<file path="src/hdl/serialStub.sv">
`timescale 1ns/100ps
// Minimal serial port; one held receive byte, a new byte overwrites it
module serialStub (
    input  logic clk,
    input  logic reset,
    input  logic serialRxValid,
    input  logic [7:0] serialRxByte,
    input  logic rxTake,
    input  logic txStrobe,
    input  logic [7:0] txByte,
    output logic rxAvail,
    output logic [7:0] rxByte,
    output logic serialTxValid,
    output logic [7:0] serialTxByte
);

    always_ff @(posedge clk) begin
        if (reset) begin
            rxAvail <= 1'b0;
            serialTxValid <= 1'b0;
        end else begin
            serialTxValid <= txStrobe;
            // Incoming byte wins over a take in the same cycle
            if (serialRxValid) begin
                rxAvail <= 1'b1;
            end else if (rxTake) begin
                rxAvail <= 1'b0;
            end
        end
    end

    always_ff @(posedge clk) begin
        if (serialRxValid) begin
            rxByte <= serialRxByte;
        end
        serialTxByte <= txByte;
    end

endmodule

</file>
<file path="config.mk">
export PLATFORM = sky130hd
export DESIGN_NAME = serialStub
export DESIGN_NICKNAME = d
export VERILOG_FILES = /design/src/hdl/serialStub.sv
export SDC_FILE = /design/constraint.sdc
export NUM_CORES = 1
export LEC_CHECK = 0
export ABC_AREA = 1
export ABC_CLOCK_PERIOD_IN_PS = 800
export BUFFER_PORTS_ARGS = -buffer_cell sky130_fd_sc_hd__buf_2
export CORE_MARGIN = 2
export CORE_UTILIZATION = 31
export CTS_CLUSTER_DIAMETER = 40
export DETAILED_ROUTE_END_ITERATION = 16
export GPL_ROUTABILITY_DRIVEN = 0
export PLACE_DENSITY = 0.69
export SETUP_SLACK_MARGIN = 0.5
export SYNTH_ARGS = -nofsm -noshare
export SYNTH_HDL_FRONTEND = slang
export SYNTH_SLANG_ARGS = --single-unit
</file>
<file path="constraint.sdc">
create_clock -name clk -period 0.8 [get_ports clk]
set_input_delay 0.04 -clock clk [delete_from_list [all_inputs] [get_ports clk]]
set_output_delay 0.04 -clock clk [all_outputs]
set_load 0.03 [all_outputs]
</file>
Word-level counts from Yosys, hierarchy flattened
Cells that the tools add are included.
{"block": "totals", "word_cells": 7, "input_bits": 21, "output_inout_bits": 18, "register_bits": 18}
{"block": "classes", "reduce_logical": 1, "muxes": 2}
{"cell": "1-bit two-way mux", "count": 2}
{"cell": "2-bit nonzero test", "count": 1}

Depth between registers and ports, before layout
{"block": "logic_depth", "word_depth": 2, "mapped_depth": 3, "mapped_depth_nobuf": 3}

Worst setup path before layout
No wires, ideal clock.
{"block": "synth_timing", "path_type": "register to register", "start": "register rxAvail (netlist name)", "end": "register rxAvail", "t_required_ns": 0.734, "setup_ns": 0.066, "setup_slack_ns": 0.046, "stages_incl_launch_ff": 3, "arrival_ns": 0.688, "n_path_buf": 0, "cell_sequence": "dfxtp_1 nand2_1 a21oi_2"}
{"element": "end signal: assignment", "line": "19", "rtl": "rxAvail <= 1'b0;"}
{"element": "end signal: assignment", "line": "25", "rtl": "rxAvail <= 1'b1;"}
{"element": "end signal: assignment", "line": "27", "rtl": "rxAvail <= 1'b0;"}
{"element": "end: declaration", "line": "11", "rtl": "output logic rxAvail,"}

Worst setup path in the final report
{"block": "layout_timing", "start": "register rxByte[2]", "end": "output port rxByte[2]"}
{"element": "start: declaration", "line": "12", "rtl": "output logic [7:0] rxByte,"}
{"element": "start signal: assignment", "line": "34", "rtl": "rxByte <= serialRxByte;"}
No word-level cell between the ends.

==> qor.csv <==
stage;metric;value;unit
route;dr.pass1.iters;2;
sta;fin_crit;0.875;ns
clocking;htreeDepth;1;
place;port_buffers;38;
sta;maxSlewHeadroom;87.3;%
layout;fin_util;59.7;%
clocking;tritoncts;done;
worst_setup_path;r2r_start;rxAvail;
worst_setup_path;critPathCaptureType;primary output;
worst_setup_path;critPathLaunch;rxByte[2];
yosys;yosys_warnings;0;
layout;nets;89;
pwr;vdd_drop_max;1260;uV
global_routing;grtUsageTotal;12.9;%
sta;hold_viol_final;18;
layout;final_common_cell;buf_2;
route;wirelength_met1;360;um
route;via_per_inst;4.19;
sta;rsz0062_at_grt;yes;
worst_setup_path;start_kind;register;
sta;timing.setup.tns;-0.515;ns
yosys;synth_area_per_cell;19.5;um2
clocking;clockBufferDepth;2;
clocking;cts_buffers;3;
sta;drv_slew;0;
yosys;synth-simple-area-share;1.60;%
yosys;syn_area;468;um2
yosys;synth-xor-area-share;0;%
route;drt_iter0_markers;2;
layout;stdcell_count;83;
yosys;synthAdderAreaFrac;0;%
layout;areaGrowthSynthToFinish;85.6;%
yosys;yosys-mux-area-fraction;0;%
global_routing;grt_pass1_vias;357;
worst_setup_path;path_cells;buf_6;
route;routed-wl-met2;509;um
yosys;synth_compound_area_share;1.87;%
worst_setup_path;path_delay_family;flip-flops;
min_path;hold_class;in2reg;
worst_setup_path;r2r_cells;3;
sta;setup_viol;11;
clocking;clk_latency;0.28;ns
global_routing;grt_max_degree;11;
worst_setup_path;cp.required;0.76;ns
floorplanning;io_pins;39;
worst_setup_path;arrival;0.84;ns
sta;clock_skew;0;ns
route;drtAntennaViolNets;0;
sta;timing.final.ws_setup;-0.0754;ns
sta;worst_slew_pin_slew;0.190;ns
route;dr.max_layer_used;met4;
worst_setup_path;crit_buf_inv;1;
floorplanning;die_w;42.9;um
pwr;p_leak;0.397;nW
worst_setup_path;worstReg2RegEnd;rxAvail;
outcome;violations;hold timing, setup timing;
yosys;synth_top_family_by_area;buffers and inverters;
yosys;syn_nets;45;
route;wl_met3;173;um
yosys;synth_seq_cells;18;
yosys;synth_cells;24;
clocking;cts.sinks;18;
pwr;powerDensity;2060;nW/um2
route;wl_per_cell;12.6;um
global_routing;grt_antenna_before_repair;0;
layout;drive_above_1_share;80.6;%
floorplanning;start_util;32.2;%
clocking;cts-root-buf;clkbuf_4;
global_routing;grt_pass1_wl;1630;um
floorplanning;rows;14;
worst_setup_path;slowest_delay;0.40;ns
place;placed_cells_incl_taps;78;
worst_setup_path;reg2reg_slack;0.15;ns
sta;hold_slack;-0.149;ns
layout;final_cell_mix;buf_2, buf_6, dfxtp_4;
layout;n_antenna_cell;0;
worst_setup_path;worstPathMaxFanout;1;
clocking;clk_pin_slew;0.09;ns
worst_setup_path;cp_slowest_cell;edfxtp_1;
route;vias;348;
route;drc_errors;0;
floorplanning;die_y;42.9;um
min_path;hold_start;txByte[4];
floorplanning;core;1450;um2
floorplanning;die-area;1840;um2
flow_run;max-cap-violations;0;
route;drt_wl_total;1050;um
yosys;ys_types;6;
min_path;min_to;serialTxByte[4];
outcome;status;complete, but fails checks;
worst_setup_path;path_class;reg2out;
global_routing;grt_overflow_total;0;
sta;max_freq;1140;MHz
yosys;ys_seq_area_share;94.1;%
min_path;holdPathStages;1;
sta;period_share;109;%
## Yosys cell counts
master	instances	share of area, %
dfxtp_1	10	43
a21oi_2	1	1.9
inv_1	3	2.4
nor2_1	1	0.80
edfxtp_1	8	51
nand2_1	1	0.80
## where the power goes
group          total (mW)  leakage (nW)  switching [mW]  internal, mW
clock               0.432        0.0154           0.252         0.181
combinational       0.323         0.215           0.172         0.151
sequential           1.04         0.166          0.0273          1.01
total                1.79         0.397           0.451          1.34
## layer usage
metal / global-route usage (%) / vias up
met2: 21.2 / 35
met5: 0 / -
li1: - / 163
met1: 12.7 / 148
met4: 7.50 / 0
met3: 6.81 / 2
## layout make-up
class	count	area, um2
Multi-Input combinational cell	3	18.8
Timing Repair Buffer	39	314
Fill cell	128	586
Inverter	3	11.3
Clock buffer	3	22.5
Clock inverter	1	3.75
Sequential cell	18	478
Tap cell	16	20.0
## stage by stage
step                      power (mW)  cell area, um2  worst slack [ns]  hold slack (ns)
after detailed placement        1.29             718             0.227            0.143
after CTS                       1.82             868           -0.0873           -0.161
final                           1.79             868           -0.0754           -0.149
after global placement          1.29             718             0.241            0.142
after global routing            1.88             868            -0.121           -0.175
after floorplan                 1.18             508             0.201           0.0677
## kinds of logic (layout without fill, tap and decap cells)
group | after synthesis | after routing
simple gates | 2 | 2
flops | 18 | 18
buf+inv | 3 | 46
compound gates | 1 | 1
## worst max-delay path by stage
| stage | end | slack [ns] | depth (start not counted) |
|---|---|---|---|
| final | rxByte[2] | -0.08 | 1 |
| after global routing | rxByte[2] | -0.12 | 1 |
| after CTS | rxByte[6] | -0.09 | 1 |
| after detailed placement | rxByte[6] | 0.23 | 1 |
| after global placement | rxByte[4] | 0.24 | 1 |
| after floorplan | rxAvail | 0.20 | 2 |
## flip-flops by register name, summed over array words and instances (netlist names)
signal         count
rxAvail            1
rxByte             8
serialTxValid      1
serialTxByte       8
## what timing repair did
action	CTS	global route
pin swaps	0	0
resized for setup	37	0
setup buffers	1	0
setup endpoints to repair	19	19
endpoints found under the hold margin	18	18
Power figures use the tool's default switching activity.
