--- src/hdl/busPkg.sv ---
// Bus command fields, MMIO map and state types shared by the DMA subsystem
// MMIO word addresses must fit below the byte mask field, which starts at bit 25
package busPkg;

    // Command word fields
    parameter int busWriteBit = 31;
    parameter int busMemBit = 29;
    parameter int busMaskLsb = 25;

    // Serial stub registers in MMIO space
    parameter logic [28:0] serialDataWord = 29'h0040_0000;
    parameter logic [28:0] serialStatusWord = serialDataWord + 29'd1;
    parameter logic [31:0] serialStatusIdle = 32'h0000_6000;
    parameter logic [31:0] serialStatusRxAvail = 32'h0000_0100;

    typedef enum logic [2:0] {
        regExtAddr,
        regBufAddr,
        regLength,
        regControl,
        regStatus
    } regIndex;

    typedef enum logic {
        dirRead,
        dirWrite
    } xferDir;

    typedef enum logic [2:0] {
        msIdle,
        msCommand,
        msWriteData,
        msReadData,
        msGap
    } masterState;

    typedef enum logic [1:0] {
        memIdle,
        memWrite,
        memRead
    } memState;

endpackage
--- src/hdl/busMaster.sv ---
`timescale 1ns/100ps
// DMA bus master; one command word per transfer, then a data burst
// MMIO transfers are always a single word regardless of the length setting
module busMaster #(
    parameter int bufferWords = 16
) (
    input  logic clk,
    input  logic reset,
    input  logic startPulse,
    input  logic [28:0] extAddr,
    input  logic [$clog2(bufferWords)-1:0] bufStart,
    input  logic [$clog2(bufferWords):0] xferLength,
    input  busPkg::xferDir direction,
    input  logic mmioSel,
    input  logic [3:0] byteMask,
    input  logic [31:0] dmaReadData,
    input  logic [31:0] busIn,
    input  logic busOen,
    input  logic busStall,
    output logic [$clog2(bufferWords)-1:0] dmaAddr,
    output logic dmaWrite,
    output logic [31:0] dmaWriteData,
    output logic xferDone,
    output logic busEn,
    output logic [31:0] busOut
);
    localparam int addrWidth = $clog2(bufferWords);

    busPkg::masterState state;
    logic isWrite;
    logic isMmio;
    logic [31:0] command;
    logic [31:0] commandNext;
    logic [addrWidth:0] wordCount;
    logic [addrWidth:0] reqLeft;
    logic [addrWidth:0] rcvLeft;
    logic wordValid;

    always_comb begin
        commandNext = '0;
        commandNext[busPkg::busWriteBit] = (direction == busPkg::dirWrite);
        commandNext[busPkg::busMemBit] = !mmioSel;
        if (mmioSel) begin
            commandNext[busPkg::busMaskLsb +: 4] = byteMask;
            commandNext[busPkg::busMaskLsb-1:0] = extAddr[busPkg::busMaskLsb-1:0];
        end else begin
            commandNext[busPkg::busMemBit-1:0] = extAddr;
        end
    end

    assign wordCount = mmioSel ? (addrWidth + 1)'(1) : xferLength;
    assign wordValid = busOen && !busStall;

    // Received words go straight into the buffer at the running pointer
    assign dmaWrite = (state == busPkg::msReadData) && wordValid;
    assign dmaWriteData = busIn;

    // Write data is the buffer word prefetched in the previous cycle
    assign busOut = (state == busPkg::msWriteData) ? dmaReadData : command;

    always_ff @(posedge clk) begin
        if (reset) begin
            state <= busPkg::msIdle;
            busEn <= 1'b0;
            xferDone <= 1'b0;
        end else begin
            xferDone <= 1'b0;
            case (state)
                busPkg::msIdle: begin
                    if (startPulse) begin
                        busEn <= 1'b1;
                        state <= busPkg::msCommand;
                    end
                end
                busPkg::msCommand: begin
                    // MMIO read reply needs no further requests
                    if (isMmio && !isWrite) begin
                        busEn <= 1'b0;
                    end
                    state <= isWrite ? busPkg::msWriteData : busPkg::msReadData;
                end
                busPkg::msWriteData: begin
                    if (reqLeft == 1) begin
                        busEn <= 1'b0;
                        state <= busPkg::msGap;
                    end
                end
                busPkg::msReadData: begin
                    if (busEn && reqLeft == 1) begin
                        busEn <= 1'b0;
                    end
                    if (wordValid && rcvLeft == 1) begin
                        state <= busPkg::msGap;
                    end
                end
                busPkg::msGap: begin
                    xferDone <= 1'b1;
                    state <= busPkg::msIdle;
                end
                default: state <= busPkg::msIdle;
            endcase
        end
    end

    // Transfer settings and counters
    always_ff @(posedge clk) begin
        if (state == busPkg::msIdle && startPulse) begin
            command <= commandNext;
            isWrite <= (direction == busPkg::dirWrite);
            isMmio <= mmioSel;
            dmaAddr <= bufStart;
            reqLeft <= wordCount;
            rcvLeft <= wordCount;
        end
        if (busEn && reqLeft != 1
            && (state == busPkg::msWriteData || state == busPkg::msReadData)) begin
            reqLeft <= reqLeft - 1'b1;
        end
        if (dmaWrite) begin
            rcvLeft <= rcvLeft - 1'b1;
        end
        if (dmaWrite || (isWrite
            && (state == busPkg::msCommand || state == busPkg::msWriteData))) begin
            dmaAddr <= dmaAddr + 1'b1;
        end
    end

    // The memory decodes a command on the first busEn cycle, so it needs an idle cycle
    assert property (@(posedge clk) disable iff (reset) $fell(busEn) |=> !busEn);

endmodule

--- config.mk ---
export PLATFORM = sky130hd
export DESIGN_NAME = busMaster
export DESIGN_NICKNAME = d
export VERILOG_FILES = /design/src/hdl/busPkg.sv /design/src/hdl/busMaster.sv
export SDC_FILE = /design/constraint.sdc
export NUM_CORES = 1
export LEC_CHECK = 0
export BUFFER_PORTS_ARGS = -buffer_cell sky130_fd_sc_hd__buf_2
export CAP_MARGIN = 20
export CELL_PAD_IN_SITES_DETAIL_PLACEMENT = 1
export CELL_PAD_IN_SITES_GLOBAL_PLACEMENT = 1
export CORE_ASPECT_RATIO = 0.7
export CORE_MARGIN = 2
export CORE_UTILIZATION = 33
export DETAILED_ROUTE_END_ITERATION = 12
export HOLD_SLACK_MARGIN = 0.06
export PLACE_DENSITY = 0.85
export REMOVE_ABC_BUFFERS = 1
export SYNTH_ARGS = -nofsm -noshare
export SYNTH_HDL_FRONTEND = slang
export SYNTH_SLANG_ARGS = --single-unit
--- constraint.sdc ---
create_clock -name clk -period 3.85 [get_ports clk]
set_clock_uncertainty 0.15 [all_clocks]
set_input_delay 0.5775 -clock clk [delete_from_list [all_inputs] [get_ports clk]]
set_output_delay 0.5775 -clock clk [all_outputs]
set_load 0.02 [all_outputs]
* Word-level counts from Yosys, hierarchy flattened
Cells that the tools add are included.
** Storage, ports and cells
- Output and inout port bits :: 71
- Logic and storage cells :: 65
- Input port bits :: 113
- Register bits after elaboration :: 52
** Cells by class
- Mux-type cells :: 19
- Equal/unequal tests :: 12
- Add/subtract/negate cells :: 3
- Reduce and logical (&&, ||, !) cells :: 22
** Operator list (number)
- 2-to-1 mux 32 bit :: 1
- 2-to-1 mux 29 bit :: 1
- 2-to-1 mux 5 bit :: 4
- one-hot mux 3 bit (4 select lines) :: 1
- equality test 5 x 1 -> 1 bit, second input constant :: 2
- != test 2 bit, second input constant :: 5
- subtractor 5 x 1 -> 5 bit, second input constant :: 2
- logical AND 1 bit :: 9
- 2-to-1 mux 3 bit :: 3
- 2-to-1 mux 4 bit :: 2
- equality test 3 x 2 -> 1 bit, second input constant :: 2
- 2-to-1 mux 1 bit :: 6
- nonzero test 2 bit :: 3
- != test 5 x 1 -> 1 bit, second input constant :: 1
- AND reduction 5 bit :: 1
- adder 4 x 1 -> 4 bit, second input constant :: 1
- one-hot mux 1 bit (4 select lines) :: 1
- nonzero test 4 bit :: 1
- equality test 3 x 1 -> 1 bit, second input constant :: 1
- equality test 3 bit, second input constant :: 1
- zero test 1 bit :: 3
- zero test 3 bit :: 1
- logical OR 1 bit :: 3
- AND reduction 3 bit :: 1

* Logic depth before layout (Yosys ltp)
Gate-level depths: netlist of the first run.
- Depth after elaboration :: 5
- Depth in mapped cells :: 6
- Mapped depth without buffers :: 5

* Least setup slack after synthesis of the first run
OpenSTA, ideal clock, no wires.
- Path kind :: input -> output
- Start point :: input port busStall
- End point :: output port dmaWrite
- Data arrival time :: 1420 ps
- Required time :: 3122 ps
- Buffers on the path :: 0
- Path slack :: 1702 ps
- Cell stages on the path :: 2
- Cells stage by stage :: nand3b_1 > nor2_1
** Between the ends
- Longest elaborated chain between the ends :: 3
** Ends and longest elaborated chain
- start, declared :: line busMaster.sv:19 : input logic busStall,
- zero test 1 bit :: line busMaster.sv:52 : assign wordValid = busOen && !busStall;
- logical AND 1 bit :: line busMaster.sv:52
- logical AND 1 bit :: line busMaster.sv:55 : assign dmaWrite = (state == busPkg::msReadData) && wordValid;
- end, declared :: line busMaster.sv:21 : output logic dmaWrite,
Every way passes these cells.

* Final worst setup path of the first run
- Start point :: register state[1]
- End point :: output port busOut[11]
** Between the ends
- Longest elaborated chain between the ends :: 2
** Ends and longest elaborated chain
- start, declared :: line busMaster.sv:29 : busPkg::masterState state;
- start signal, assigned :: line busMaster.sv:63 : state <= busPkg::msIdle;
- start signal, assigned :: line busMaster.sv:72 : state <= busPkg::msCommand;
- start signal, assigned :: line busMaster.sv:80 : state <= isWrite ? busPkg::msWriteData : busPkg::msReadData;
- equality test 3 x 2 -> 1 bit :: line busMaster.sv:59 : assign busOut = (state == busPkg::msWriteData) ? dmaReadData : command;
- 2-to-1 mux 32 bit :: line busMaster.sv:59
- end, declared :: line busMaster.sv:25 : output logic [31:0] busOut
Every way passes these cells.

==> results.txt, run 1 <==
The flow ran to the end, and the final reports show no timing, DRC or antenna violations. The final hold violation count was 0; the relative max-transition margin was 40.6%. Sort of element at the start of the critical path: a flip-flop. Before CTS, the worst setup slack after placement is 1050 ps.

In this run the worst hold path is classified as primary input to flip-flop. STA puts the critical path data required time at 3120 ps. Buffers added to address setup during post-CTS repair amount to 0. The number of port buffers is 119, and the final worst setup slack is 783 ps. Across the run, the number of max-cap violations was 0. During synthesis, Yosys emitted a total of 0 warnings.

Leaving out fill and tap cells, the most frequent cell in the layout is buf_2. The floorplan step defined a core boundary enclosing 7940 sq um. Sorting the synthesized cells by area gives the leading types as edfxtp_1, mux2_1, buf_4. IR analysis of the VDD net gives a maximum drop of 0.203 mV. The combinational family with the most area after synthesis is multiplexers.

The worst path uses 79.7% of the clock period. The worst-path maximum fanout came out at 32. For hold timing, the worst endpoint is command[10]. By startpoint and endpoint, the worst setup path is classified as flip-flop to output port. The width of the die works out to 112 microns. The most heavily used metal layer in global routing was met2. The floorplan step defined a die boundary enclosing 8990 sq um. Global routing consumed, on the met2 layer, 24.9% of the routing resources.

At the worst endpoint, the arrival time is 2340 ps. The first global-routing pass estimated 11200 microns of wire. The routability congestion estimate was 0.757. For the CTS sink count, the log shows 51. Of the cells placed in the final design, the portion with a size suffix greater than 1 is 46.6%. For the worst-skew pair, the clock arrives at the later sink with an insertion delay of 280 ps. After clock tree synthesis, the clock-pin slew on the worst setup and hold paths is 70 ps.

The reg-to-reg critical path endpoint is command[2]. TritonCTS built the clock tree. The die is 79.9 microns tall. The starting density of the core was 34.2%.

Gates resized during post-CTS repair numbered 0. Async set-reset flop share out of synthesis: 0%. The tools report the netlist area before placement as 2720 sq um.

The number of instances on the worst hold path was 1; the hold-fix buffer count after cts was 0. The mux share of post-synthesis cell area is 20.2%, and the number of cells traversed by the worst register-to-register path is 4. For this design the ratio of total power to cell area is 451 nW/um^2. Once placement finished, the instance area stood at 3180 sq um. Total overflow reported by the global router: 0.

Net switching is 28.5% of the power. The total non-filler cell area in the finished layout was 3320 sq um. Summed over all instances, the cell type with the most area after synthesis is edfxtp_1. The netlist uses 31 different library cells.

Counting along the longest clock path gives a buffer depth of 2. Ratio of routed vias to standard cells: 4.81. Measured on the finished design, the core utilization comes to 41.8%. The worst hold path begins at extAddr[10]. Of the total synthesized cell area, the portion taken by XOR and XNOR cells is 2.58%. Yosys mapped a number of flops with a built-in enable equal to 46. Setup violations remaining at the end of the flow were counted as 0.

The depth of the CTS H-tree was 2. The sequential fraction of the synthesis area is 54.5%, and the share of total power in sequential cells is 48.0%. The share of synthesized area in the top cell type comes to 50.8%. The first detailed-routing pass took 4 iterations. The internal power is 1.07 mW. The tools report the logic gate share of total power as 23.6%. The tools report the root cell of the clock tree as clkbuf_16.

The total global-route track usage was 16.2%. The startpoint identified for the worst register-to-register timing path is state[0]. The number of pins with negative max-slew slack in the final report was 0.

The clock network is responsible for 28.4% of the overall power. Summed over all nets, the switching power comes to 0.427 mW. Initial antenna violation count: 0. The maximum clock frequency was 326 MHz; the final layout net count was 407. The top-level port count was 184; the setup slack on the worst flop-to-flop path was 1620 ps. The primary flip-flop cell chosen by synthesis mapping is edfxtp_1. The worst path needs 3070 ps of the cycle, external delays included.

The synthesized netlist devotes 2.81% of its cell area to compound gates. The routing usage on met1 was 20.2%. For the pin with the worst max-slew slack, the measured transition is 890 ps. For the DRC marker count from the first detailed-route iteration, the log shows 30. STA classifies the critical path endpoint as an output port. Of the total synthesized cell area, the portion taken by full adders, half adders and majority gates is 2.30%. After detailed routing, the average wire length per cell comes to 18.6 microns.

Setup repair after global routing left no endpoint under its margin. The HPWL after detailed placement is 5830 microns, and the area added between synthesis and finish is 22.2%. The logs give 1881 for the via count and 200 for the synthesized netlist cell count.

In the routed design, unresolved DRC markers number 0. The logs give 0 for the final antenna-violating net count and 27 for the number of rows in the core area. Counting the buffers created by CTS gives 5. The count of state elements after synthesis is 51.

The via count of the first global-routing pass is 1989. The synthesized-area fraction occupied by and/or/nand/nor cells is 6.35%. Leaving out fill and tap cells, the most frequent cells in the layout are buf_2, edfxtp_1, mux2_1, mux2i_1, inv_1. Setup total negative slack on the finished layout was measured at 0 ps.

0 antenna diodes ended up in the layout. For met3 alone, demand over resource in global routing was 8.73%. The synthesized area divided by synthesized cell count was 13.6 sq um. Entering global routing, the biggest net connects 33 pins. The tools report the static leakage as 1.37 nW.

The final layout contains routed wiring with a total length of 7270 microns.
## worst max-delay path by stage
stage | start | to | slack (ps)
3_3_place_gp | state[1] | busOut[27] | 1170
6_report | state[1] | busOut[11] | 780
3_5_place_dp | state[1] | busOut[11] | 1050
4_1_cts | state[1] | busOut[11] | 740
5_1_grt | state[1] | busOut[11] | 570
2_1_floorplan | state[1] | busOut[0] | 620
## cell usage after synthesis, types with 3 or more instances
cell type,count
ha_1,5
dfxtp_1,5
edfxtp_1,46
buf_2,5
xnor2_1,7
nor2_1,7
nand2_1,5
mux2i_1,12
mux2_1,34
nor3_1,3
buf_4,32
nand2b_1,4
inv_1,8
mux2_2,4
## power groups by stage
| stage | Clock (mW) | Sequential, mW | Combinational (mW) |
|---|---|---|---|
| global placement | 0 | 0.728 | 0.347 |
| finish | 0.425 | 0.719 | 0.354 |
| floorplan | 0 | 0.734 | 0.212 |
| CTS | 0.435 | 0.721 | 0.361 |
| detailed placement | 0 | 0.732 | 0.359 |
| global route | 0.466 | 0.728 | 0.387 |
## final cells by class
class	instances	area, sq um
well taps	101	126
clock buffers	6	129
repair buffers	120	603
inverters	8	30.0
multi-input cells	103	937
clock inverters	2	13.8
flip-flops and latches	51	1480
fillers	887	4620
## critical path, cell delays in order, from the launching register on
cell	delay, ps
dfxtp_1	550
nand2b_1	220
nor2_4	720
mux2_1	400
buf_2	160
## per-layer routing
metal  vias up  wire (microns)
met5         -              31
met4         2              25
met3         6             856
met2       112            3290
met1       890            3070
li1        871               -
## cells by family after synthesis
kind of cell / after synthesis
multiplexers: 50
AO/OA/AOI/OAI: 10
adder cells (fa/ha/maj): 5
XOR/XNOR: 8
AND/OR/NAND/NOR: 30
buffers and inverters: 46
flip-flops: 51
## metrics by stage
| step | total power, mW | cells | hold WS, ps |
|---|---|---|---|
| after CTS | 1.52 | 391 | 311 |
| after global routing | 1.58 | 391 | 299 |
| after global placement | 1.07 | 383 | 378 |
| after floorplan | 0.946 | 162 | 327 |
| final | 1.50 | 391 | 316 |
| after detailed placement | 1.09 | 383 | 405 |
## sequential cells by signal (all words and copies together), names as in the netlist
register,cells
command,30
rcvLeft,5
reqLeft,5
dmaAddr,4
state,3
busEn,1
isMmio,1
isWrite,1
xferDone,1
No activity file was read; power rests on OpenSTA's default activity.
==> inputs of run 2 (changes only) <==
Settings changed: CORE_UTILIZATION 33 to 28, PLACE_DENSITY 0.85 to 0.77.
Clock period 3.85 ns to 2.8 ns, I/O delays scaled along.
==> run 2 against run 1 <==
First-iteration DRC count is 100% higher. Power rose by 39%. Die area is 17% higher. Cell area rose by 2.0%. Clock-buffer cell count shrank 1. Utilization shrank 6.4 points. Clock power up 41%. Routed wire length grew 4.1%. Largest cell class unchanged. Sequential power increased by 37%. Via count up 1.1%. Sequential share of layout area is 0.87 points lower.
==> results.txt, run 2 (synthesis gave the netlist of run 1 again) <==
The switching power summed over all nets is 0.610 mW. The startpoint identified for the worst hold timing path is extAddr[3]. In the routed design, unresolved DRC markers number 0.

The number of detailed-routing iterations run before antenna repair is 4, and the clock period minus worst slack is 2550 ps. The via count of the first global-routing pass was 1950. The largest registers in the layout are command x30, rcvLeft x5, reqLeft x5. The clock insertion delay at the later pin of the skew report is 290 ps. The tools report the start of the worst register-to-register path as state[0]. Global routing used 20.6% of the available met2 tracks. The filler cells instantiated in the layout total 1075. TritonCTS built the clock tree.

The area added between synthesis and finish was 24.6%; the static leakage was 1.39 nW. Internal power comes to 1.48 mW. The flow ran to the end, and the final reports show no timing, DRC or antenna violations. Of the total power, the share spent switching nets is 29.2%. Once the floorplan was initialized, standard cells occupied 28.4% of the core. The tools report the start point of the critical path as state[1].

The number of flip-flops under the largest register name is 30. For the worst setup path, the data arrival time is 1980 ps. Once layout is complete, the cells apart from fillers number 422. After clock tree synthesis, the clock-pin slew on the worst setup and hold paths is 70 ps.

The maximum number of pins on one net before global-route repair was 31. The total power divided by cell area was 616 nW/um^2; the total CTS buffers was 5. 0 antenna diodes ended up in the layout.

Summing over every cut layer, the via total after detailed routing is 1902. Cells fill 35.4% of the core in the end. The clock passes through at most 2 buffers. The tool flagged a number of max-cap violations equal to 0.

In this run the remaining antenna-violating nets after routing total 0. IR analysis of the VDD net gives a maximum drop of 0.242 mV. In this run, the number of DRC markers left after iteration 0 of detailed routing was 60. The initial antenna violation count came out at 0. The first global-routing pass estimated 11300 microns of wire. For the number of pins with negative max-slew slack in the final report, the log shows 0.

The total non-filler cell area in the finished layout is 3390 sq um. In this run the count of I/O pins placed on the die edge is 184. Required time of the critical path: 2230 ps. Leaving out fill and tap cells, the most frequent cell in the layout is buf_2. For met1 alone, demand over resource in global routing was 18.7%.

The routability congestion estimate came out at 0.815. The fraction of layout cells with a size suffix above 1 works out to 47.3%. Number of port buffers: 119. The ratio of routed vias to standard cells came out at 4.51. The total overflow reported by the global router is 0. The logic gate share of total power came out at 23.8%. The number of setup buffers added after CTS is 0.

The run gives 0 as the post-cts gate resize count. For this design, the CTS-stage hold fixing added 0 buffers. The maximum clock frequency was 392 MHz. After detailed routing, the total wire length is 7570 microns.

In the layout the commonest cells are buf_2, edfxtp_1, mux2_1, mux2i_1, inv_1. The tools report the depth of the CTS H-tree as 2. The placed instances occupy a cell area of 3240 sq um. Setup violations remaining at the end of the flow were counted as 0. For the relative max-transition margin, the log shows 66.5%. For the total global-route track usage, the log shows 14.3%. After detailed routing, the average wire length per cell comes to 17.9 microns. STA classifies the critical path endpoint as an output port. The transition time at the pin with the least slew margin is 502 ps. The most heavily used metal layer in global routing is met2.

STA classifies the critical path startpoint as a flip-flop. The category of the critical setup timing path is flip-flop to output port. The tree is rooted in a clkbuf_16. The post-route clock period utilization came out at 91.1%. HPWL after detailed placement: 6080 microns.

The width of the die is 122 microns, and the met3 track demand over resource in global routing is 8.03%. The area of the placeable core was 9570 sq um. The die outline height was 86.4 microns.

Setup repair after global routing left no endpoint under its margin. The register name with the most flops was command. CTS sink count: 51. Area enclosed by the die boundary: 10500 sq um.

The worst-path maximum fanout is 17, and the number of cells in the design after placement is 414. The tightest min-delay check is of the primary input to flip-flop type. The logs give 0 for the final hold violation count and 28.8% for the clock share of power.

The final layout net count is 411. The floorplan has 30 rows. For the share of total power in sequential cells, the log shows 47.3%.
## run 2: cell count changes in the layout (fill, tap and decap cells not counted)
cell and change:
clkbuf_1 -1, clkinv_1 +1, buf_4 +4, clkinvlp_4 +1, clkinv_2 -1
## run 2: area by class of cell
class	count	area (sq um)	share of cell area, %
clock inverter	3	20.0	0.591
clock buffer	5	125	3.69
inverter	8	30.0	0.887
sequential	51	1480	43.7
multi-input combinational	103	937	27.7
tap	128	160	4.73
timing repair buffer	124	633	18.7
## run 2: critical path: stages, from the launching register on
cell,delay [ps]
dfxtp_1,560
nand2b_1,220
nor2_4,130
buf_4,260
mux2_1,360
buf_2,170
## run 2: power groups by stage
stage	combinational [mW]	sequential [mW]	clock, mW
2_1_floorplan	0.291	1.01	0
4_1_cts	0.509	0.989	0.621
3_5_place_dp	0.506	1.01	0
5_1_grt	0.550	0.999	0.659
6_report	0.498	0.988	0.601
3_3_place_gp	0.492	0.999	0
## run 2: path summary, 6_finish.rpt
kind,cells after the start,to,slack (ps)
min reg2reg,2,busEn,380
max reg2reg,3,dmaAddr[1],610
min,1,command[3],150
max,5,busOut[28],250
## run 2: metrics by stage
stage	setup TNS [ps]	setup WS [ps]	hold WS, ps	power, mW
finish	0	249	153	2.09
global route	0	111	137	2.21
CTS	0	232	147	2.12
detailed placement	0	538	373	1.51
global placement	0	625	355	1.49
floorplan	-8680	-274	327	1.30
## run 2: metal layers
| layer | routed length (microns) | part of all wire [%] |
|---|---|---|
| met4 | 22 | 0.29 |
| met3 | 915 | 12 |
| met5 | 29 | 0.38 |
| met1 | 3390 | 45 |
| met2 | 3210 | 42 |
