==> src/hdl/busPkg.sv <==
// Bus command fields, MMIO map and state types shared by the DMA subsystem
// MMIO word addresses must fit below the byte mask field, which starts at bit 25
package busPkg;

    // Command word fields
    parameter int busWriteBit = 31;
    parameter int busMemBit = 29;
    parameter int busMaskLsb = 25;

    // Serial stub registers in MMIO space
    parameter logic [28:0] serialDataWord = 29'h0040_0000;
    parameter logic [28:0] serialStatusWord = serialDataWord + 29'd1;
    parameter logic [31:0] serialStatusIdle = 32'h0000_6000;
    parameter logic [31:0] serialStatusRxAvail = 32'h0000_0100;

    typedef enum logic [2:0] {
        regExtAddr,
        regBufAddr,
        regLength,
        regControl,
        regStatus
    } regIndex;

    typedef enum logic {
        dirRead,
        dirWrite
    } xferDir;

    typedef enum logic [2:0] {
        msIdle,
        msCommand,
        msWriteData,
        msReadData,
        msGap
    } masterState;

    typedef enum logic [1:0] {
        memIdle,
        memWrite,
        memRead
    } memState;

endpackage
==> src/hdl/dmaRegs.sv <==
`timescale 1ns/100ps
// Host register block; settings are sampled by the master at start
// A start while busy is dropped and a zero length is stored as one
module dmaRegs #(
    parameter int bufferWords = 16
) (
    input  logic clk,
    input  logic reset,
    input  logic regWrite,
    input  logic regRead,
    input  busPkg::regIndex regAddr,
    input  logic [31:0] regWriteData,
    input  logic xferDone,
    output logic [31:0] regReadData,
    output logic [28:0] extAddr,
    output logic [$clog2(bufferWords)-1:0] bufStart,
    output logic [$clog2(bufferWords):0] xferLength,
    output busPkg::xferDir direction,
    output logic mmioSel,
    output logic [3:0] byteMask,
    output logic startPulse,
    output logic busy
);
    localparam int addrWidth = $clog2(bufferWords);

    logic done;
    logic [addrWidth:0] lengthField;

    assign lengthField = regWriteData[addrWidth:0];

    always_ff @(posedge clk) begin
        if (reset) begin
            extAddr <= '0;
            bufStart <= '0;
            xferLength <= (addrWidth + 1)'(1);
            direction <= busPkg::dirRead;
            mmioSel <= 1'b0;
            byteMask <= 4'b0000;
        end else if (regWrite) begin
            case (regAddr)
                busPkg::regExtAddr: extAddr <= regWriteData[28:0];
                busPkg::regBufAddr: bufStart <= regWriteData[addrWidth-1:0];
                busPkg::regLength: begin
                    xferLength <= (lengthField == '0) ? (addrWidth + 1)'(1) : lengthField;
                end
                busPkg::regControl: begin
                    direction <= busPkg::xferDir'(regWriteData[1]);
                    mmioSel <= regWriteData[2];
                    byteMask <= regWriteData[7:4];
                end
                default: ;
            endcase
        end
    end

    // Start, busy and done
    always_ff @(posedge clk) begin
        if (reset) begin
            startPulse <= 1'b0;
            busy <= 1'b0;
            done <= 1'b0;
        end else begin
            startPulse <= regWrite && regAddr == busPkg::regControl && regWriteData[0]
                          && !busy && !startPulse;
            if (startPulse) begin
                busy <= 1'b1;
                done <= 1'b0;
            end else if (xferDone) begin
                busy <= 1'b0;
                done <= 1'b1;
            end
        end
    end

    always_ff @(posedge clk) begin
        if (regRead) begin
            case (regAddr)
                busPkg::regExtAddr: regReadData <= {3'b000, extAddr};
                busPkg::regBufAddr: regReadData <= 32'(bufStart);
                busPkg::regLength: regReadData <= 32'(xferLength);
                busPkg::regControl: regReadData <= {24'b0, byteMask, 1'b0, mmioSel, direction, 1'b0};
                busPkg::regStatus: regReadData <= {30'b0, done, busy};
                default: regReadData <= '0;
            endcase
        end
    end

    // Busy only falls on the master's done, so a job never starts on top of another
    assert property (@(posedge clk) disable iff (reset) startPulse |-> !busy);

endmodule

==> config.mk <==
export PLATFORM = sky130hd
export DESIGN_NAME = dmaRegs
export DESIGN_NICKNAME = d
export VERILOG_FILES = /design/src/hdl/busPkg.sv /design/src/hdl/dmaRegs.sv
export SDC_FILE = /design/constraint.sdc
export NUM_CORES = 1
export LEC_CHECK = 0
export ABC_CLOCK_PERIOD_IN_PS = 4350
export BUFFER_PORTS_ARGS = -buffer_cell sky130_fd_sc_hd__buf_2
export CELL_PAD_IN_SITES_DETAIL_PLACEMENT = 0
export CELL_PAD_IN_SITES_GLOBAL_PLACEMENT = 1
export CORE_MARGIN = 2
export CORE_UTILIZATION = 38
export CTS_CLUSTER_SIZE = 14
export DETAILED_ROUTE_END_ITERATION = 16
export GPL_ROUTABILITY_DRIVEN = 0
export PLACE_DENSITY_LB_ADDON = 0.1
export REMOVE_ABC_BUFFERS = 1
export SLEW_MARGIN = 20
export SYNTH_ARGS = -nofsm -noshare
export SYNTH_HDL_FRONTEND = slang
export SYNTH_SLANG_ARGS = --single-unit
==> constraint.sdc <==
create_clock -name clk -period 4.35 [get_ports clk]
set_clock_uncertainty 0.05 [all_clocks]
set_input_delay 0.435 -clock clk [delete_from_list [all_inputs] [get_ports clk]]
set_output_delay 0.435 -clock clk [all_outputs]
set_load 0.05 [all_outputs]
Word-level counts from Yosys, hierarchy flattened --
Cells that the tools add are included.
Storage, ports and cells: bits in registers 79, word-level logic and storage cells 32
Cells by class: equality and inequality tests 4, multiplexer cells 4, reductions and logical operators 14
Operators by type and width (number):
- one-hot mux 29 bit (5 select lines) | 1
- AND reduction 2 bit | 4
- equality test 3 x 2 -> 1 bit (second input constant) | 2
- logical NOT 5 bit | 1
- two-way mux 5 bit | 1
- logical AND 1 bit | 4
- equality test 3 x 1 -> 1 bit (second input constant) | 1
- equality test 3 bit (second input constant) | 1
- logical NOT 3 bit | 1
- logical NOT 1 bit | 2
- two-way mux 1 bit | 2
- nonzero test 2 bit | 1
- OR reduction 2 bit | 1

Logic depth before layout (Yosys ltp) --
Gate-level depths: netlist of run 1.
depth in word-level cells 5, depth in mapped cells 6, gate-level depth less buffers 3

Worst setup path after synthesis of run 1 --
OpenSTA, ideal clock, no wires.
path type in2reg, from input port regAddr[0], to register extAddr[1], data arrival time 1.489 ns, required time 4.168 ns, slack 2.679 ns, cell stages on the path 6, cell sequence buf_2 -> or4b_4 -> buf_6 -> buf_6 -> nand2_1 -> a21oi_1
On the way: longest elaborated chain between the ends 2
Ends and longest elaborated chain:
- from (decl) | line dmaRegs.sv:11 | input busPkg::regIndex regAddr,
- logical NOT 3 bit | line dmaRegs.sv:40 | case (regAddr)
- AND reduction 2 bit (no line)
- to (signal assigned) | line dmaRegs.sv:41 | busPkg::regExtAddr: extAddr <= regWriteData[28:0];
- to (decl) | line dmaRegs.sv:15 | output logic [28:0] extAddr,
No other way between the ends. A chain may end at the register's enable or synchronous reset.

Worst setup path after layout of run 1 --
from input port regAddr[1], to register extAddr[10]
The elaborated chain is that of the path after synthesis.

==> impl_metrics.env, run 1 <==
export IMPL_synth_edff_count=29
export IMPL_cellLeakagePower_nw=1.64
export IMPL_ys_ff_latch=76
export IMPL_fillers=731
export IMPL_hp_class="input pin to flop"
export IMPL_drc=0
export IMPL_fin_crit_sh=0.459
export IMPL_setup_viol=0
export IMPL_clock_root_buffer="clkbuf_8"
export IMPL_clkSlewWorstSetupHoldPaths_ns=0.08
export IMPL_worst_path_max_fanout=18
export IMPL_ant_nets=0
export IMPL_wl_per_cell_um=14.2
export IMPL_cts_tree="yes"
export IMPL_drt_wl_total_um=6960
export IMPL_run_status="finished, final reports clean"
export IMPL_layout_cells_non_filler=491
export IMPL_tns_ns=0
export IMPL_cp_required_ns=4.56
export IMPL_cts_path_max_buffers=2
export IMPL_fmax_ghz=0.501
export IMPL_first_global_vias=2149
export IMPL_holdPathStages=3
export IMPL_layout_min_cycle_time_ns=2.00
export IMPL_grt_overflow_total=0
export IMPL_num_rows=32
export IMPL_drv_cap=0
export IMPL_numCtsBuffers=9
export IMPL_slew_headroom=0.284
export IMPL_core_um2=7650
export IMPL_insertion_delay_ns=0.33
export IMPL_antenna_found_initial=0
export IMPL_cts_max_level=3
export IMPL_cts_resized=0
export IMPL_initial_core_util=0.386
export IMPL_vias=2347
export IMPL_die_y_um=92.2
export IMPL_grt_max_degree=49
export IMPL_ys_types=30
export IMPL_drv_slew=0
export IMPL_syn_area_um2=2960
export IMPL_arrival_ns=2.20
export IMPL_postCtsSetupBuffers=0
export IMPL_cts_sinks=76
export IMPL_viasPerCell=4.78
export IMPL_final_layout_size_suffix_gt1_frac=0.344
export IMPL_yosys_warnings=0
export IMPL_rsz0062_at_grt="false"
export IMPL_cp_start_kind="input pin"
export IMPL_dp_hpwl_um=4460
export IMPL_nets=424
export IMPL_synthCells=281
export IMPL_critPathKind="input pin to flop"
export IMPL_diodes=0
export IMPL_die_width_um=92.2
export IMPL_synthToLayoutAreaGrowth_pct=26.9
export IMPL_ys_seq_area_frac=0.613
export IMPL_drt_iter0_markers=60
export IMPL_tightest_slew_ns=1.06
export IMPL_grt_usage=0.168
export IMPL_cts_hold_buffers=0
export IMPL_multi_input_area_um2=1040
export IMPL_port_buffers=111
export IMPL_drt_pass1_iter_count=4
export IMPL_hold_viol=0
export IMPL_die_area_um2=8500
export IMPL_register_area_um2=1810
export IMPL_syn_area_per_cell_um2=10.5
export IMPL_power_density_nw_per_um2=389
export IMPL_ir_worst_vdd_mv=0.148
export IMPL_ys_flop_type="dfxtp_1"
export IMPL_r2r_cells=2
export IMPL_cp_end_kind="flop"
export IMPL_placedCellCount=475
export IMPL_async_reset_ff_frac=0
export IMPL_grt_first_pass_wirelength_um=11100
export IMPL_io_pins=118
[placed cells by master, fill, tap and decap left out, types with 2 or more instances in the layout]
cell type / instances
mux2i_1: 16
nand3_1: 3
edfxtp_1: 29
a22oi_1: 4
clkbuf_8: 11
nor4bb_1: 2
buf_4: 2
nor4_1: 2
clkbuf_1: 2
nand2_1: 61
conb_1: 3
buf_2: 111
a21oi_1: 33
nor2_1: 20
clkinvlp_4: 2
mux2_2: 2
and2_1: 21
nor2b_1: 3
nor3_1: 2
dfxtp_1: 47
[synth_stat cells, types with 3 or more instances]
| master | number | area, um^2 |
|---|---|---|
| a21oi_1 | 33 | 165 |
| a22oi_1 | 4 | 30.0 |
| and2_1 | 21 | 131 |
| buf_2 | 5 | 25.0 |
| buf_4 | 4 | 30.0 |
| buf_6 | 3 | 33.8 |
| clkbuf_1 | 11 | 41.3 |
| dfxtp_1 | 47 | 941 |
| edfxtp_1 | 29 | 871 |
| mux2i_1 | 16 | 160 |
| nand2_1 | 61 | 229 |
| nand3_1 | 3 | 15.0 |
| nor2_1 | 20 | 75.1 |
| nor2b_1 | 3 | 18.8 |
| nor3_1 | 3 | 15.0 |
[critical path, cell delays in order]
cell	delay (ns)
buf_2	0.24
nor4b_4	0.98
buf_4	0.35
nand2_1	0.07
a21oi_1	0.12
[final cells by class]
class,count,share of cell area
clock buffer,14,0.0490
clock inverter,2,0.00400
inverter,1,0.00100
multi-input combinational,183,0.277
sequential,76,0.483
tap,102,0.0340
timing repair buffer,113,0.152
[per-layer routing]
layer | share of wire | global-route usage
met1 | 0.46 | 0.232
met2 | 0.45 | 0.254
met3 | 0.076 | 0.0542
met4 | 0.0093 | 0.0485
met5 | 0 | 0
[through the flow]
step	area (um^2)	worst slack, ns	hold slack, ns	util	power (mW)
after detailed placement	3540	1.97	0.406	0.464	0.951
after global placement	3540	1.96	0.400	0.464	0.950
after CTS	3740	2.33	0.264	0.490	1.47
after floorplan	2830	2.25	0.417	-	0.882
after global routing	3750	2.22	0.263	0.490	1.52
final	3750	2.35	0.279	0.490	1.46
[registers in the layout, summed over array words and instances, names as in the netlist]
name,count
done,1
byteMask,4
mmioSel,1
direction,1
startPulse,1
xferLength,5
extAddr,29
regReadData,29
busy,1
bufStart,4
[path summary, 6_finish.rpt]
path	start	end	slack [ns]
max	regAddr[1]	extAddr[10]$_SDFFE_PP0P_	2.35
min	regWriteData[18]	extAddr[18]$_SDFFE_PP0P_	0.28
max reg2reg	extAddr[2]$_SDFFE_PP0P_	regReadData[2]$_DFFE_PP_	3.13
min reg2reg	extAddr[16]$_SDFFE_PP0P_	extAddr[16]$_SDFFE_PP0P_	0.41
[report_power, final]
group	switching (mW)	internal, mW
sequential	0.00855	0.756
combinational	0.129	0.0398
clock	0.250	0.274
[logic make-up (layout without fill, tap and decap cells)]
group | count (synthesis) | count (layout) | share of synthesized area
AND/OR/NAND/NOR | 121 | 121 | 0.197
multiplexers | 19 | 19 | 0.0694
flip-flops | 76 | 76 | 0.613
other | 1 | 3 | 0.00127
AO/OA/AOI/OAI | 40 | 40 | 0.0737
buffers and inverters | 24 | 130 | 0.0453
No activity file was read; power rests on OpenSTA's default activity.
==> run 2, diff against run 1 <==
Settings changed: ABC_CLOCK_PERIOD_IN_PS 4350 to 2000, CORE_UTILIZATION 38 to 36.
Clock period 4.35 ns to 2 ns, I/O delays scaled along.
==> run 2 against run 1 <==
Cell count rose by 2.2%. Clock power rose by 120%. Global-route usage barely moved. Hold slack got worse by 0.25 ns. Critical path depth rose by 1. Largest cell class unchanged. Wire length rose by 6.1%. Non-clock buffer count rose by 8.
==> impl_metrics.env, run 2 (synthesized netlist as in run 1, its figures left out) <==
export IMPL_cts_path_max_buffers=2
export IMPL_cts_hold_buffers=0
export IMPL_grt_busiest_layer="met2"
export IMPL_cts_tree="yes"
export IMPL_rsz0062_at_grt="false"
export IMPL_grt_use_met2=0.258
export IMPL_tightest_slew_ns=0.693
export IMPL_cp_end_kind="flop"
export IMPL_initial_core_util=0.365
export IMPL_cp_start_kind="input pin"
export IMPL_grt_overflow_total=0
export IMPL_vias=2353
export IMPL_synthToLayoutAreaGrowth_pct=28.8
export IMPL_p_sw_uw=884
export IMPL_postCtsSetupBuffers=0
export IMPL_run_status="finished, final reports clean"
export IMPL_wl_per_cell_um=14.7
export IMPL_ant_nets=0
export IMPL_insertion_delay_ns=0.35
export IMPL_setup_viol=0
export IMPL_drc=0
export IMPL_nets=432
export IMPL_cellLeakagePower_nw=1.67
export IMPL_max_stage_delay_ns=0.31
export IMPL_cp_num_buf_inv=3
export IMPL_final_layout_size_suffix_gt1_frac=0.360
export IMPL_cpMostUsedCell="buf_4"
export IMPL_fin_crit_sh=0.665
export IMPL_drt_wl_total_um=7380
export IMPL_min_from="regWriteData[20]"
export IMPL_critPathKind="input pin to flop"
export IMPL_r2r_cells=2
export IMPL_diodes=0
export IMPL_io_pins=118
export IMPL_final_cell_mix="buf_2, nand2_1, dfxtp_1"
export IMPL_die_area_um2=8950
export IMPL_numCtsBuffers=9
export IMPL_clock_root_buffer="clkbuf_8"
export IMPL_cts_max_level=3
export IMPL_core_um2=8090
export IMPL_cp_cell_sequence="buf_2 > buf_4 > nor4bb_1 > buf_4 > nor4b_1 > nor2_1"
export IMPL_final_common_cell="buf_2"
export IMPL_crit_reg2reg_capture="regReadData[2]$_DFFE_PP_"
export IMPL_drv_cap=0
export IMPL_reg2reg_from="mmioSel$_SDFFE_PP0P_"
export IMPL_fmax_ghz=0.752
export IMPL_critPathSlowestCell="nor4bb_1"
export IMPL_drv_slew=0
export IMPL_intPower_mw=2.31
export IMPL_final_util=0.470
export IMPL_grt_usage=0.168
export IMPL_grt_max_degree=30
export IMPL_crit_family="buffers and inverters"
export IMPL_arrival_ns=1.51
export IMPL_hold_viol=0
export IMPL_p_sw_frac=0.276
export IMPL_clockPowerShare=0.361
export IMPL_viasPerCell=4.69
export IMPL_drt_pass1_iter_count=4
export IMPL_port_buffers=111
export IMPL_drt_iter0_markers=57
export IMPL_placedCellCount=486
export IMPL_seqPwrFrac=0.521
export IMPL_hold_end="extAddr[20]$_SDFFE_PP0P_"
export IMPL_first_global_vias=2211
export IMPL_reg_top3="extAddr (29), regReadData (29), xferLength (5)"
export IMPL_ir_worst_vdd_mv=0.367
export IMPL_met1_usage=0.224
export IMPL_slew_headroom=0.537
export IMPL_fillers=829
export IMPL_grt_first_pass_wirelength_um=11300
export IMPL_num_rows=33
export IMPL_rrSetupSlack_ns=0.80
export IMPL_worst_path_max_fanout=11
export IMPL_cts_resized=0
export IMPL_antenna_found_initial=0
export IMPL_die_width_um=94.6
export IMPL_holdPathStages=3
export IMPL_dp_hpwl_um=4840
export IMPL_power_density_nw_per_um2=840
export IMPL_cp_required_ns=2.18
export IMPL_cts_sinks=76
export IMPL_hp_class="input pin to flop"
export IMPL_die_y_um=94.6
export IMPL_layout_min_cycle_time_ns=1.33
export IMPL_grt_met3_usage=0.0415
export IMPL_combPwrFrac=0.118
export IMPL_tns_ns=0
export IMPL_clkSlewWorstSetupHoldPaths_ns=0.09
export IMPL_layout_cells_non_filler=502
-- run 2: how the worst max path moves through the flow --
stage / startpoint / endpoint / slack (ns) / cells after the start
6_report: regAddr[1] / xferLength[0]$_SDFFE_PP1P_ / 0.67 / 6
5_1_grt: regAddr[1] / xferLength[0]$_SDFFE_PP1P_ / 0.54 / 6
2_1_floorplan: regAddr[0] / extAddr[1]$_SDFFE_PP0P_ / 0.13 / 3
4_1_cts: regAddr[1] / regReadData[22]$_DFFE_PP_ / 0.56 / 3
3_3_place_gp: regAddr[1] / regReadData[8]$_DFFE_PP_ / 0.23 / 3
3_5_place_dp: regAddr[1] / regReadData[22]$_DFFE_PP_ / 0.18 / 3
-- run 2: worst min-delay path, cell delays in order --
cell,delay [ns]
buf_2,0.09
nand2_1,0.04
a21oi_1,0.05
-- run 2: area by class of cell --
cell class,count,area [um^2],area share
repair buffers,121,631,0.166
multi-input cells,183,1040,0.272
flip-flops and latches,76,1810,0.476
well taps,105,131,0.0345
inverters,1,3.75,0.000986
clock buffers,10,128,0.0335
clock inverters,6,65.1,0.0171
-- run 2: power groups by stage --
stage	clock (mW)	combinational (mW)	sequential [mW]
2_1_floorplan	0	0.0686	1.85
3_3_place_gp	0	0.378	1.70
3_5_place_dp	0	0.379	1.70
4_1_cts	1.19	0.379	1.66
5_1_grt	1.25	0.403	1.67
6_report	1.16	0.377	1.66
-- run 2: metal layers --
layer  vias to the layer above  routed length, um
met1                      1090               3430
met2                        84               3360
li1                       1170                  -
met5                         -                  0
met4                         0                 96
met3                         9                499
-- run 2: through the flow --
stage	total power [mW]	cell area [um^2]	worst slack, ns	hold slack, ns
6_report	3.20	3810	0.671	0.0264
5_1_grt	3.33	3810	0.543	0.0204
4_1_cts	3.23	3800	0.558	0.00733
3_5_place_dp	2.08	3610	0.183	0.398
3_3_place_gp	2.08	3610	0.232	0.390
2_1_floorplan	1.92	2830	0.132	0.219
==> run 3, diff against run 2 <==
Settings changed: ABC_AREA set to 1, ABC_CLOCK_PERIOD_IN_PS 2000 to 1400, CORE_UTILIZATION 36 to 35.
Clock period 2 ns to 1.4 ns, I/O delays scaled along.
==> run 3 against run 2 <==
Clock power is 73% higher. Synthesized area increased by 5.9%. Sequential power rose by 45%. Via count up 20%. Critical endpoint is now busy. Cell count rose by 27%. Critical path depth down 5.
==> impl_metrics.env, run 3 <==
export IMPL_run_status="finished, final reports clean"
export IMPL_synth_top_area_frac=0.301
export IMPL_drc=0
export IMPL_final_common_cell="buf_2"
export IMPL_dp_hpwl_um=5240
export IMPL_insertion_delay_ns=0.34
export IMPL_fin_crit_sh=0.849
export IMPL_first_global_vias=2678
export IMPL_cp_start_kind="flop"
export IMPL_cts_path_max_buffers=2
export IMPL_viasPerCell=4.44
export IMPL_port_buffers=111
export IMPL_synth_area_mux_share=0
export IMPL_tns_ns=0
export IMPL_cp_end_kind="primary output"
export IMPL_setup_viol=0
export IMPL_diodes=0
export IMPL_syn_area_um2=3130
export IMPL_hold_viol=0
export IMPL_final_layout_size_suffix_gt1_frac=0.266
export IMPL_final_cell_mix="buf_2, nor2_1, nand2_1"
export IMPL_initial_core_util=0.361
export IMPL_grt_usage=0.170
export IMPL_grt_first_pass_wirelength_um=13000
export IMPL_clkSlewWorstSetupHoldPaths_ns=0.08
export IMPL_yosys_top_cells_count="nor2_1, nand2_1, dfxtp_1"
export IMPL_synthCells=385
export IMPL_final_util=0.500
export IMPL_cts_max_level=3
export IMPL_cts_resized=0
export IMPL_drv_cap=0
export IMPL_ys_flop_type="dfxtp_1"
export IMPL_clock_root_buffer="clkbuf_8"
export IMPL_fin_area_um2=4340
export IMPL_core_um2=8680
export IMPL_ys_types=21
export IMPL_async_reset_ff_frac=0
export IMPL_synth_simple_area_share=0.298
export IMPL_wl_per_cell_um=12.6
export IMPL_crit_family="flip-flops"
export IMPL_grt_max_degree=38
export IMPL_rsz0062_at_grt="false"
export IMPL_hp_class="input pin to flop"
export IMPL_timing_hold_ws_ns=0.0470
export IMPL_layout_min_cycle_time_ns=1.19
export IMPL_drv_slew=0
export IMPL_synthMostInstantiatedCell="nor2_1"
export IMPL_cp_required_ns=1.21
export IMPL_grt_overflow_total=0
export IMPL_num_rows=34
export IMPL_arrival_ns=1.00
export IMPL_max_stage_delay_ns=0.38
export IMPL_yosys_warnings=0
export IMPL_power_density_nw_per_um2=1190
export IMPL_io_pins=118
export IMPL_drt_iter0_markers=110
export IMPL_cts_sinks=76
export IMPL_die_area_um2=9710
export IMPL_synthAdderAreaFrac=0
export IMPL_cellLeakagePower_nw=2.21
export IMPL_cts_tree="yes"
export IMPL_antenna_found_initial=0
export IMPL_worst_path_max_fanout=4
export IMPL_dp_slack_ns=0.0967
export IMPL_ys_ff_latch=76
export IMPL_cp_num_buf_inv=1
export IMPL_critPathSlowestCell="dfxtp_1"
export IMPL_synthToLayoutAreaGrowth_pct=38.6
export IMPL_synth_area_top_cells="dfxtp_1, edfxtp_1, nor2_1, nand2_1, inv_1"
export IMPL_cp_cell_sequence="buf_2"
export IMPL_ir_worst_vdd_mv=0.556
export IMPL_critPathKind="flop to primary output"
export IMPL_numCtsBuffers=9
export IMPL_nets=565
export IMPL_synth_top_area_cell="dfxtp_1"
export IMPL_synth_edff_count=29
export IMPL_drt_wl_total_um=8010
export IMPL_ant_nets=0
export IMPL_worst_slack_ns=0.211
export IMPL_fmax_ghz=0.841
export IMPL_drt_pass1_iter_count=4
export IMPL_placed_area_um2=3840
export IMPL_ys_seq_area_frac=0.579
export IMPL_synth_top_family_by_area="simple AND/OR/NAND/NOR gates"
export IMPL_synth_compound_area_frac=0.0236
export IMPL_synth_xor_area_share=0
export IMPL_reg_top3="extAddr (29), regReadData (29), xferLength (5)"
export IMPL_syn_area_per_cell_um2=8.13
export IMPL_vias=2831
export IMPL_die_y_um=98.6
export IMPL_die_width_um=98.6
## run 3: what timing repair did
action / 4_1_cts / 5_1_grt
endpoints found under the hold margin: 30 / 0
setup buffers: 0 / 0
hold buffers: 26 / 0
setup endpoints to repair: 0 / 0
## run 3: cells by family (layout without fill, tap and decap cells)
| kind of cell | after synthesis | count (layout) |
|---|---|---|
| AO/OA/AOI/OAI | 13 | 13 |
| flip-flops | 76 | 76 |
| AND/OR/NAND/NOR | 228 | 228 |
| other | 1 | 3 |
| buffers and inverters | 67 | 210 |
## run 3: routing by layer
metal / vias up / global-route usage / share of wire
li1: 1460 / - / -
met1: 1267 / 0.236 / 0.47
met2: 99 / 0.262 / 0.45
met3: 5 / 0.0376 / 0.071
met4: 0 / 0.0601 / 0.0081
met5: - / 0 / 0
## run 3: cell type report
cell class	instances	area, um^2
Clock buffer	10	128
Clock inverter	6	111
Fill cell	875	4340
Inverter	46	173
Multi-Input combinational cell	244	1020
Sequential cell	76	1810
Tap cell	108	135
Timing Repair Buffer	148	961
## run 3: report_power, final
part	internal, mW	leakage (nW)	switching (mW)
clock network	1.19	0.117	0.825
logic	0.218	1.41	0.531
registers	2.37	0.681	0.0322
total	3.77	2.21	1.39
## run 3: stage by stage
step	std cells	total power, mW
CTS	638	5.23
finish	638	5.16
floorplan	366	2.89
detailed placement	596	3.15
global placement	596	3.15
global route	638	5.39
## run 3: path summary, 6_finish.rpt
| check | startpoint | end | slack (ns) | cells past startpoint |
|---|---|---|---|---|
| min reg2reg | bufStart[1]$_SDFFE_PP0P_ | bufStart[1]$_SDFFE_PP0P_ | 0.43 | 2 |
| min | regWriteData[3] | extAddr[3]$_SDFFE_PP0P_ | 0.05 | 3 |
| max reg2reg | direction$_SDFFE_PP0P_ | regReadData[1]$_DFFE_PP_ | 0.42 | 4 |
| max | busy$_SDFFE_PP0P_ | busy | 0.21 | 1 |
## run 3: worst register-to-register path: cells and delay by family (launching register included)
family           cells  cell delay (ns)
and+or+nand+nor      4             0.37
DFF                  1             0.34
